[src/include/rv_consts.svh]
`ifndef RV_CONSTS_SVH
`define RV_CONSTS_SVH

// datapath widths
`define XLEN      32
`define REG_IDX_W 5

`define RESET_PC  32'h0000_0000
`define INST_NOP  32'h0000_0013  // addi x0, x0, 0

// major opcodes of the supported subset
`define OPC_OP_IMM 7'b0010011
`define OPC_OP     7'b0110011
`define OPC_LUI    7'b0110111
`define OPC_BRANCH 7'b1100011
`define OPC_JAL    7'b1101111

// funct3 codes
`define F3_ADD 3'b000
`define F3_SLL 3'b001
`define F3_SLT 3'b010
`define F3_XOR 3'b100
`define F3_SRL 3'b101
`define F3_OR  3'b110
`define F3_AND 3'b111
`define F3_BEQ 3'b000
`define F3_BNE 3'b001

`endif

[src/hdl/rv_pkg.sv]
`include "rv_consts.svh"

package rv_pkg;

  typedef logic [`XLEN-1:0]      word_t;
  typedef logic [`REG_IDX_W-1:0] reg_idx_t;

  // alu function selected in decode
  typedef enum logic [3:0] {
    ADD,
    SUB,
    AND,
    OR,
    XOR,
    SLT,
    SLL,
    SRL,
    PASS_B  // lui and no-ops
  } alu_op_e;

  // control transfer kind, resolved in execute
  typedef enum logic [1:0] {
    NONE,
    BEQ,
    BNE,
    JAL
  } ctl_e;

  typedef struct packed {
    word_t pc;
    word_t inst;
  } if_id_t;

  typedef struct packed {
    word_t    pc;
    word_t    inst;
    reg_idx_t rd;
    logic     wen;
    alu_op_e  alu_op;
    ctl_e     ctl;
    word_t    op_a;
    word_t    op_b;
    word_t    rs2_val;        // compare operand for beq/bne
    word_t    branch_target;
  } id_ex_t;

  typedef struct packed {
    word_t    pc;
    word_t    inst;
    reg_idx_t rd;
    logic     wen;
    word_t    result;
  } ex_wb_t;

endpackage

[src/hdl/core_top.sv]
module core_top (
  input  logic             clk,
  input  logic             reset_i,
  input  logic             fetch_valid_i,
  input  rv_pkg::word_t    fetch_data_i,
  output rv_pkg::word_t    fetch_addr_o,
  output logic             fetch_req_o,
  output logic             commit_valid_o,
  output rv_pkg::word_t    commit_pc_o,
  output rv_pkg::word_t    commit_inst_o,
  output rv_pkg::reg_idx_t commit_rd_o,
  output rv_pkg::word_t    commit_data_o
);

  logic             slot_valid;
  rv_pkg::if_id_t   slot;
  logic             if_id_valid;
  rv_pkg::if_id_t   if_id_data;
  rv_pkg::reg_idx_t rs1_idx;
  rv_pkg::reg_idx_t rs2_idx;
  rv_pkg::word_t    rs1_data;
  rv_pkg::word_t    rs2_data;
  logic             dec_valid;
  rv_pkg::id_ex_t   dec;
  logic             id_ex_valid;
  rv_pkg::id_ex_t   id_ex_data;
  rv_pkg::word_t    ex_result;
  rv_pkg::ex_wb_t   ex_out;
  logic             redirect_valid;
  rv_pkg::word_t    redirect_pc;
  logic             ex_wb_valid;
  rv_pkg::ex_wb_t   ex_wb_data;
  logic             wb_wen;

  fetch_unit u_fetch (
    .clk              (clk),
    .reset_i          (reset_i),
    .fetch_valid_i    (fetch_valid_i),
    .fetch_data_i     (fetch_data_i),
    .redirect_valid_i (redirect_valid),
    .redirect_pc_i    (redirect_pc),
    .fetch_addr_o     (fetch_addr_o),
    .fetch_req_o      (fetch_req_o),
    .slot_valid_o     (slot_valid),
    .slot_o           (slot)
  );

  pipe_stage_reg #(.payload_t(rv_pkg::if_id_t)) if_id (
    .clk     (clk),
    .reset_i (reset_i),
    .flush_i (redirect_valid),
    .valid_i (slot_valid),
    .data_i  (slot),
    .valid_o (if_id_valid),
    .data_o  (if_id_data)
  );

  decode_unit u_decode (
    .slot_valid_i (if_id_valid),
    .slot_i       (if_id_data),
    .rs1_idx_o    (rs1_idx),
    .rs2_idx_o    (rs2_idx),
    .rs1_data_i   (rs1_data),
    .rs2_data_i   (rs2_data),
    .ex_valid_i   (id_ex_valid),
    .ex_wen_i     (id_ex_data.wen),
    .ex_rd_i      (id_ex_data.rd),
    .ex_result_i  (ex_result),
    .wb_valid_i   (ex_wb_valid),
    .wb_i         (ex_wb_data),
    .dec_valid_o  (dec_valid),
    .dec_o        (dec)
  );

  pipe_stage_reg #(.payload_t(rv_pkg::id_ex_t)) id_ex (
    .clk     (clk),
    .reset_i (reset_i),
    .flush_i (redirect_valid),
    .valid_i (dec_valid),
    .data_i  (dec),
    .valid_o (id_ex_valid),
    .data_o  (id_ex_data)
  );

  execute_unit u_execute (
    .valid_i          (id_ex_valid),
    .id_ex_i          (id_ex_data),
    .result_o         (ex_result),
    .ex_o             (ex_out),
    .redirect_valid_o (redirect_valid),
    .redirect_pc_o    (redirect_pc)
  );

  // the branch itself retires, so this stage is never flushed
  pipe_stage_reg #(.payload_t(rv_pkg::ex_wb_t)) ex_wb (
    .clk     (clk),
    .reset_i (reset_i),
    .flush_i (1'b0),
    .valid_i (id_ex_valid),
    .data_i  (ex_out),
    .valid_o (ex_wb_valid),
    .data_o  (ex_wb_data)
  );

  assign wb_wen = ex_wb_valid & ex_wb_data.wen;

  gpr_regfile u_gpr (
    .clk        (clk),
    .reset_i    (reset_i),
    .rs1_idx_i  (rs1_idx),
    .rs2_idx_i  (rs2_idx),
    .rs1_data_o (rs1_data),
    .rs2_data_o (rs2_data),
    .wen_i      (wb_wen),
    .rd_i       (ex_wb_data.rd),
    .wdata_i    (ex_wb_data.result)
  );

  // commit record straight from the writeback slot
  assign commit_valid_o = ex_wb_valid;
  assign commit_pc_o    = ex_wb_data.pc;
  assign commit_inst_o  = ex_wb_data.inst;
  assign commit_rd_o    = ex_wb_data.wen ? ex_wb_data.rd : '0;
  assign commit_data_o  = ex_wb_data.result;

endmodule

[src/hdl/decode_unit.sv]
`include "rv_consts.svh"

module decode_unit (
  input  logic             slot_valid_i,
  input  rv_pkg::if_id_t   slot_i,
  output rv_pkg::reg_idx_t rs1_idx_o,
  output rv_pkg::reg_idx_t rs2_idx_o,
  input  rv_pkg::word_t    rs1_data_i,
  input  rv_pkg::word_t    rs2_data_i,
  input  logic             ex_valid_i,
  input  logic             ex_wen_i,
  input  rv_pkg::reg_idx_t ex_rd_i,
  input  rv_pkg::word_t    ex_result_i,
  input  logic             wb_valid_i,
  input  rv_pkg::ex_wb_t   wb_i,
  output logic             dec_valid_o,
  output rv_pkg::id_ex_t   dec_o
);

  rv_pkg::word_t    inst;
  logic [6:0]       opcode;
  logic [2:0]       funct3;
  logic             funct7_b5;
  rv_pkg::word_t    imm_i;
  rv_pkg::word_t    imm_u;
  rv_pkg::word_t    imm_b;
  rv_pkg::word_t    imm_j;
  rv_pkg::word_t    imm_sel;
  rv_pkg::word_t    rs1_fwd;
  rv_pkg::word_t    rs2_fwd;
  rv_pkg::reg_idx_t rd_idx;
  rv_pkg::alu_op_e  alu_op;
  rv_pkg::ctl_e     ctl;
  logic             wen;
  logic             use_imm;

  assign inst      = slot_i.inst;
  assign opcode    = inst[6:0];
  assign funct3    = inst[14:12];
  assign funct7_b5 = inst[30];
  assign rs1_idx_o = inst[19:15];
  assign rs2_idx_o = inst[24:20];

  assign imm_i = {{20{inst[31]}}, inst[31:20]};
  assign imm_u = {inst[31:12], 12'b0};
  assign imm_b = {{20{inst[31]}}, inst[7], inst[30:25], inst[11:8], 1'b0};
  assign imm_j = {{12{inst[31]}}, inst[19:12], inst[20], inst[30:21], 1'b0};

  // youngest producer wins
  // x0 always reads the file
  function automatic rv_pkg::word_t fwd(input rv_pkg::reg_idx_t idx,
                                        input rv_pkg::word_t rf_val);
    rv_pkg::word_t val;
    val = rf_val;
    if (idx != '0) begin
      if (ex_valid_i && ex_wen_i && ex_rd_i == idx) begin
        val = ex_result_i;
      end else if (wb_valid_i && wb_i.wen && wb_i.rd == idx) begin
        val = wb_i.result;
      end
    end
    return val;
  endfunction

  always_comb begin
    rs1_fwd = fwd(rs1_idx_o, rs1_data_i);
    rs2_fwd = fwd(rs2_idx_o, rs2_data_i);
  end

  // defaults describe a no-op that passes zero and writes nothing
  always_comb begin
    alu_op  = rv_pkg::PASS_B;
    ctl     = rv_pkg::NONE;
    wen     = 1'b0;
    use_imm = 1'b1;
    imm_sel = '0;
    case (opcode)
      `OPC_OP_IMM: begin
        case (funct3)
          `F3_ADD: alu_op = rv_pkg::ADD;
          `F3_SLT: alu_op = rv_pkg::SLT;
          `F3_XOR: alu_op = rv_pkg::XOR;
          `F3_OR:  alu_op = rv_pkg::OR;
          `F3_AND: alu_op = rv_pkg::AND;
          default: alu_op = rv_pkg::PASS_B;
        endcase
        wen     = (alu_op != rv_pkg::PASS_B);
        imm_sel = wen ? imm_i : '0;
      end
      `OPC_OP: begin
        wen     = 1'b1;
        use_imm = 1'b0;
        case (funct3)
          `F3_ADD: alu_op = funct7_b5 ? rv_pkg::SUB : rv_pkg::ADD;
          `F3_SLL: alu_op = rv_pkg::SLL;
          `F3_SLT: alu_op = rv_pkg::SLT;
          `F3_XOR: alu_op = rv_pkg::XOR;
          `F3_SRL: alu_op = rv_pkg::SRL;
          `F3_OR:  alu_op = rv_pkg::OR;
          `F3_AND: alu_op = rv_pkg::AND;
          default: begin
            wen     = 1'b0;  // sltu
            use_imm = 1'b1;
          end
        endcase
        if (funct3 == `F3_SRL && funct7_b5) begin
          alu_op  = rv_pkg::PASS_B;  // sra not in the subset
          wen     = 1'b0;
          use_imm = 1'b1;
        end
      end
      `OPC_LUI: begin
        wen     = 1'b1;
        imm_sel = imm_u;
      end
      `OPC_BRANCH: begin
        if (funct3 == `F3_BEQ) ctl = rv_pkg::BEQ;
        else if (funct3 == `F3_BNE) ctl = rv_pkg::BNE;
      end
      `OPC_JAL: begin
        ctl = rv_pkg::JAL;
        wen = 1'b1;  // link value comes from execute
      end
      default: ;
    endcase
  end

  assign rd_idx = wen ? inst[11:7] : '0;

  assign dec_valid_o = slot_valid_i;
  assign dec_o = '{
    pc:            slot_i.pc,
    inst:          inst,
    rd:            rd_idx,
    wen:           wen,
    alu_op:        alu_op,
    ctl:           ctl,
    op_a:          rs1_fwd,
    op_b:          use_imm ? imm_sel : rs2_fwd,
    rs2_val:       rs2_fwd,
    branch_target: slot_i.pc + ((ctl == rv_pkg::JAL) ? imm_j : imm_b)
  };

endmodule

[src/hdl/execute_unit.sv]
module execute_unit (
  input  logic           valid_i,
  input  rv_pkg::id_ex_t id_ex_i,
  output rv_pkg::word_t  result_o,
  output rv_pkg::ex_wb_t ex_o,
  output logic           redirect_valid_o,
  output rv_pkg::word_t  redirect_pc_o
);

  rv_pkg::word_t a;
  rv_pkg::word_t b;
  rv_pkg::word_t alu_out;
  logic          taken;

  assign a = id_ex_i.op_a;
  assign b = id_ex_i.op_b;

  always_comb begin
    case (id_ex_i.alu_op)
      rv_pkg::ADD: alu_out = a + b;
      rv_pkg::SUB: alu_out = a - b;
      rv_pkg::AND: alu_out = a & b;
      rv_pkg::OR:  alu_out = a | b;
      rv_pkg::XOR: alu_out = a ^ b;
      rv_pkg::SLT: alu_out = {31'b0, $signed(a) < $signed(b)};
      rv_pkg::SLL: alu_out = a << b[4:0];  // shamt is the low five bits
      rv_pkg::SRL: alu_out = a >> b[4:0];
      default:     alu_out = b;
    endcase
  end

  // branch outcome uses the raw rs2 value
  always_comb begin
    case (id_ex_i.ctl)
      rv_pkg::BEQ: taken = (a == id_ex_i.rs2_val);
      rv_pkg::BNE: taken = (a != id_ex_i.rs2_val);
      rv_pkg::JAL: taken = 1'b1;
      default:     taken = 1'b0;
    endcase
  end

  assign result_o = (id_ex_i.ctl == rv_pkg::JAL) ? id_ex_i.pc + 32'd4 : alu_out;

  // a bubble must never steer the pc
  assign redirect_valid_o = valid_i & taken;
  assign redirect_pc_o    = id_ex_i.branch_target;

  assign ex_o = '{
    pc:     id_ex_i.pc,
    inst:   id_ex_i.inst,
    rd:     id_ex_i.rd,
    wen:    id_ex_i.wen,
    result: result_o
  };

endmodule

[src/hdl/fetch_unit.sv]
`include "rv_consts.svh"

module fetch_unit (
  input  logic           clk,
  input  logic           reset_i,
  input  logic           fetch_valid_i,
  input  rv_pkg::word_t  fetch_data_i,
  input  logic           redirect_valid_i,
  input  rv_pkg::word_t  redirect_pc_i,
  output rv_pkg::word_t  fetch_addr_o,
  output logic           fetch_req_o,
  output logic           slot_valid_o,
  output rv_pkg::if_id_t slot_o
);

  rv_pkg::word_t pc_q;    // address the memory is answering now
  logic          live_q;  // low until the first post-reset request is out
  logic          accept;

  // a word seen while live_q is low answers an address sampled in reset
  assign accept = fetch_valid_i & live_q;

  // next fetch address, sampled by the memory at the coming edge
  always_comb begin
    if (redirect_valid_i) begin
      fetch_addr_o = redirect_pc_i;
    end else if (accept) begin
      fetch_addr_o = pc_q + 32'd4;
    end else begin
      fetch_addr_o = pc_q;  // hold the address while waiting
    end
  end

  always_ff @(posedge clk) begin
    if (reset_i) begin
      pc_q   <= `RESET_PC;
      live_q <= 1'b0;
    end else begin
      pc_q   <= fetch_addr_o;
      live_q <= 1'b1;
    end
  end

  assign fetch_req_o = 1'b1;  // fetch never idles

  // word in flight during a redirect is wrong-path
  assign slot_valid_o = accept & ~redirect_valid_i;
  assign slot_o = '{pc: pc_q, inst: slot_valid_o ? fetch_data_i : `INST_NOP};

  a_addr_hold: assert property (
    @(posedge clk) disable iff (reset_i)
    live_q && !fetch_valid_i && !redirect_valid_i |-> fetch_addr_o == $past(fetch_addr_o)
  );

endmodule

[src/hdl/gpr_regfile.sv]
`include "rv_consts.svh"

module gpr_regfile (
  input  logic             clk,
  input  logic             reset_i,
  input  rv_pkg::reg_idx_t rs1_idx_i,
  input  rv_pkg::reg_idx_t rs2_idx_i,
  output rv_pkg::word_t    rs1_data_o,
  output rv_pkg::word_t    rs2_data_o,
  input  logic             wen_i,
  input  rv_pkg::reg_idx_t rd_i,
  input  rv_pkg::word_t    wdata_i
);

  localparam int NUM_REGS = 1 << `REG_IDX_W;

  rv_pkg::word_t regs [NUM_REGS];

  always_ff @(posedge clk) begin
    if (reset_i) begin
      for (int i = 0; i < NUM_REGS; i++) begin
        regs[i] <= '0;
      end
    end else if (wen_i && rd_i != '0) begin  // x0 is hardwired
      regs[rd_i] <= wdata_i;
    end
  end

  // same-cycle writes reach decode through forwarding
  assign rs1_data_o = regs[rs1_idx_i];
  assign rs2_data_o = regs[rs2_idx_i];

  a_x0_zero: assert property (@(posedge clk) disable iff (reset_i) regs[0] == '0);

endmodule

[src/hdl/pipe_stage_reg.sv]
module pipe_stage_reg #(
  parameter type payload_t = logic
) (
  input  logic     clk,
  input  logic     reset_i,
  input  logic     flush_i,
  input  logic     valid_i,
  input  payload_t data_i,
  output logic     valid_o,
  output payload_t data_o
);

  // valid bit is the only control state here
  always_ff @(posedge clk) begin
    if (reset_i) begin
      valid_o <= 1'b0;
    end else begin
      valid_o <= valid_i & ~flush_i;  // flushed slot becomes a bubble
    end
  end

  always_ff @(posedge clk) begin
    data_o <= data_i;
  end

  // a flushed slot never shows up as valid in the next stage
  a_flush_kills: assert property (
    @(posedge clk) disable iff (reset_i)
    flush_i |=> !valid_o
  );

endmodule

[config.mk]
export PLATFORM = sky130hd
export DESIGN_NAME = core_top
export DESIGN_NICKNAME = d
export VERILOG_FILES = /design/src/hdl/rv_pkg.sv /design/src/hdl/core_top.sv /design/src/hdl/decode_unit.sv /design/src/hdl/execute_unit.sv /design/src/hdl/fetch_unit.sv /design/src/hdl/gpr_regfile.sv /design/src/hdl/pipe_stage_reg.sv
export VERILOG_INCLUDE_DIRS = /design/src /design/src/include
export SDC_FILE = /design/constraint.sdc
export NUM_CORES = 2
export LEC_CHECK = 0
export BUFFER_PORTS_ARGS = -buffer_cell sky130_fd_sc_hd__buf_2
export CAP_MARGIN = 20
export CORE_UTILIZATION = 25
export CTS_CLUSTER_DIAMETER = 200
export DETAILED_ROUTE_END_ITERATION = 6
export PLACE_DENSITY_LB_ADDON = 0.05
export SYNTH_ARGS = -nofsm -noshare
export SYNTH_HDL_FRONTEND = slang
export SYNTH_HIERARCHICAL = 1
export SYNTH_SLANG_ARGS = --single-unit
[constraint.sdc]
create_clock -name clk -period 12.7 [get_ports clk]
set_clock_uncertainty 0.1 [all_clocks]
set_input_delay 0.635 -clock clk [delete_from_list [all_inputs] [get_ports clk]]
set_output_delay 0.635 -clock clk [all_outputs]
set_load 0.05 [all_outputs]
==> results.txt <==
----------------------------------------------------
[STA]
  Final number of setup-violating endpoints ... 0
  Final hold vios ... 0
  Clock period minus worst slack ... 5.93 ns
  Unrepaired setup endpoints after global routing ... no
  Smallest hold slack ... 0.156 ns
  Setup TNS Final ... 0 ns
  Achievable frequency ... 0.169 GHz
  Tightest Pin Transition ... 1.34 ns
  Slew Limit Headroom ... 10.5%
  Period utilisation layout ... 46.7%
  Final max-slew violation count ... 0

[Synth]
  Sequential area share after synthesis ... 47.8%
  Proportion of register bits with asynchronous set or reset after synthesis ... 0%
  Count of warnings emitted by yosys ... 6
  Main area contributors after synthesis ... sky130_fd_sc_hd__edfxtp_1, sky130_fd_sc_hd__mux2i_1, sky130_fd_sc_hd__dfxtp_1
  Main flop type after synthesis ... sky130_fd_sc_hd__edfxtp_1
  List of most frequent post-synthesis cells ... sky130_fd_sc_hd__mux2i_1, sky130_fd_sc_hd__and2_1, sky130_fd_sc_hd__edfxtp_1, sky130_fd_sc_hd__a21oi_1, sky130_fd_sc_hd__dfxtp_1
  Number of distinct library cell variants in the gate-level netlist after synthesis ... 105
  Area share of the largest cell type after synthesis ... 37.8%
  Combined area of all synthesized cells ... 0.0813 mm^2
  Average cell area after synthesis ... 10.7 um^2
  Flop and latch count out of synthesis ... 1430
  Most common cell in the synthesized netlist ... sky130_fd_sc_hd__mux2i_1
  Post-Synthesis Cells ... 7626
  Cell taking the most area after synthesis ... sky130_fd_sc_hd__edfxtp_1
  Number of flops mapped to enable cells by yosys ... 1024

[Drt]
  Number of DRC violations after detailed routing ... 0
  Antenna Violating Nets Remaining ... 0
  Routed WL per cell ... 33.1 um
  Detail-routed via count per cell ... 5.13
  Wirelength, routed ... 395 mm
  Via count ... 61200
  Number of optimization iterations in the first detailed-route pass ... 5
  Number of DRC markers in iteration 0 ... 5174

[Global route]
  Aggregate global routing overflow ... 0
  Global-route usage over all layers ... 23.5%
  Pin count of the biggest net entering global routing ... 90
  Initial antenna violation count ... 57
  Via count of the first global-routing pass ... 61000
  First-pass GRT wire length ... 534 mm

[Worst setup path]
  Max incr delay on CP ... 0.75 ns
  Worst path buffer plus inverter count ... 4
  Cell type with the highest occurrence count on the critical path ... sky130_fd_sc_hd__buf_4
  Worst path arrival time ... 5.19 ns
  Element type at the critical path end ... primary output
  Largest delay contributor family on the critical path ... simple AND/OR/NAND/NOR gates
  Cell-by-cell trace of the critical path ... xnor2_1 > nand4_1 > nor4_1 > nand2_1 > mux2i_1 > nor2b_4 > buf_4 > inv_1 > buf_4 > and4_1 > nor3_1 > buf_2
  Critical Path Start Type ... flop
  Data required time at the worst endpoint ... 11.97 ns
  Startpoint-to-endpoint class of the critical path ... reg -> out
  Largest fanout on the critical path ... 56
  Slowest cell on the critical path ... sky130_fd_sc_hd__dfxtp_1

[Power and ir drop]
  Power per Cell Area ... 143 mW/mm^2
  Maximum resistive drop on vdd ... 0.0865 mV
  Leakage ... 33.2 nW

[Floorplan]
  Core Box Area ... 0.322 mm^2
  Top Ports ... 170
  Starting Density ... 25.2%
  Total number of placement rows ... 208
  Full die area ... 0.327 mm^2
  DIE HEIGHT ... 572 um
  Width of the die ... 572 um

[Clock network]
  Count of H-tree levels built during CTS ... 4
  TritonCTS clock tree ... yes
  Hold_buf cts ... 31
  Buffer depth of the longest clock path ... 4
  Quantity of gates resized following cts ... 0
  Setup Fix Bufs, Post-CTS ... 0
  Latest clock arrival within the worst-skew pair ... 0.88 ns
  Num Clock Sinks ... 1430
  Total CTS buffers ... 190
  Clock root buffer ... sky130_fd_sc_hd__clkbuf_16
  Clock transition at path regs ... 0.06 ns

[Min path]
  Type of the worst min-delay path ... in -> reg

[Finish]
  Area growth from synthesis to layout ... 13.0%
  Share of post-route cells with drive strength above 1 ... 11.8%
  Nets ... 7642

[Outcome]
  Run status ... finished clean

[Job]
  Max_cap viols ... 0

[Place]
  HPWL after detailed placement ... 262 mm
  GP Congestion ... 0.907
  Number of buffers inserted by port buffering ... 168

----------------------------------------------------
==> path summary, 6_finish.rpt <==
check        slack, ns                         endpoint  depth (start not counted)                      start
max               6.77                 fetch_addr_o[14]                         12  id_ex/data_o[124]$_DFF_P_
min               0.16  u_gpr/regs[0][24]$_SDFFCE_PN0P_                          1                    reset_i
max reg2reg       7.35         id_ex/data_o[85]$_DFF_P_                         16   id_ex/data_o[65]$_DFF_P_
min reg2reg       0.22         ex_wb/data_o[45]$_DFF_P_                          0  id_ex/data_o[147]$_DFF_P_
==> report_power, final <==
part	internal [mW]	leakage, nW	switching [mW]
combinational	0.609	16.1	1.67
clock	3.18	2.97	2.23
sequential	5.18	14.1	0.254
==> worst reg2reg max path, delay by kind of cell, from the launching register on <==
family	cells	cell delay [ns]
adder cells (fa/ha/maj)	1	0.55
AO/OA/AOI/OAI	11	3.07
flip-flops	1	0.44
XOR/XNOR	1	0.15
AND/OR/NAND/NOR	2	0.42
buffers and inverters	1	0.53
==> layer usage <==
layer | vias to the layer above | track usage [%] | wire length [um]
met4 | 2 | 7.29 | 12800
met5 | - | 0 | 1
met3 | 428 | 2.32 | 17500
met2 | 2023 | 37.6 | 179000
met1 | 31700 | 33.1 | 186000
li1 | 27100 | - | -
==> placed cells by master (no fill, tap or decap), drive strengths merged, types with 34 or more instances in the layout <==
cell,instances
clkbuf,258
and2,1048
nand4,41
nand3,257
a22oi,274
a21oi,443
xnor2,102
nand2,398
nor3,135
xor2,39
a31oi,84
o21ai,202
conb,34
buf,411
inv,141
a21o,45
mux2i,1084
a211oi,43
or2,38
ha,147
nor2,281
dfxtp,406
a22o,142
nor4,38
clkinv,56
edfxtp,1024
==> area by class of cell <==
type | count | area (um^2)
clock inverters | 79 | 806
diodes | 24 | 60.1
inverters | 133 | 499
repair buffers | 443 | 3110
flip-flops and latches | 1430 | 38900
fillers | 33500 | 230000
clock buffers | 257 | 5260
multi-input cells | 5259 | 37800
well taps | 4305 | 5390
==> per-stage QoR <==
step	worst slack [ns]	total power [mW]	instances	cell area [um^2]	utilization [%]
after floorplan	8.46	6.70	7657	81400	-
after global placement	7.40	7.82	11500	85400	26.5
after detailed placement	7.51	7.80	11500	85400	26.5
after CTS	6.70	13.3	11900	91800	28.5
after global routing	6.49	13.6	11900	91800	28.5
final	6.77	13.1	11900	91900	28.5
==> logic make-up (layout without fill, tap and decap cells) <==
| logic type | Yosys count | count (layout) | share of synthesized area [%] |
|---|---|---|---|
| AND/OR/NAND/NOR | 2381 | 2381 | 16.0 |
| multiplexers | 1121 | 1121 | 14.2 |
| XOR/XNOR | 141 | 141 | 1.53 |
| adder cells (fa/ha/maj) | 150 | 150 | 2.34 |
| buffers and inverters | 968 | 912 | 6.23 |
| flip-flops | 1430 | 1430 | 47.8 |
| AO/OA/AOI/OAI | 1432 | 1432 | 11.8 |
| other | 3 | 58 | 0.0139 |
==> state kept, by name (all words and copies together), names as in the netlist <==
| name | count |
|---|---|
| u_fetch/pc_q | 32 |
| if_id/data_o | 64 |
| id_ex/data_o | 204 |
| ex_wb/data_o | 102 |
| u_gpr/regs | 1024 |
| u_fetch/live_q | 1 |
| ex_wb/valid_o | 1 |
| id_ex/valid_o | 1 |
| if_id/valid_o | 1 |
Power figures use the tool's default switching activity.
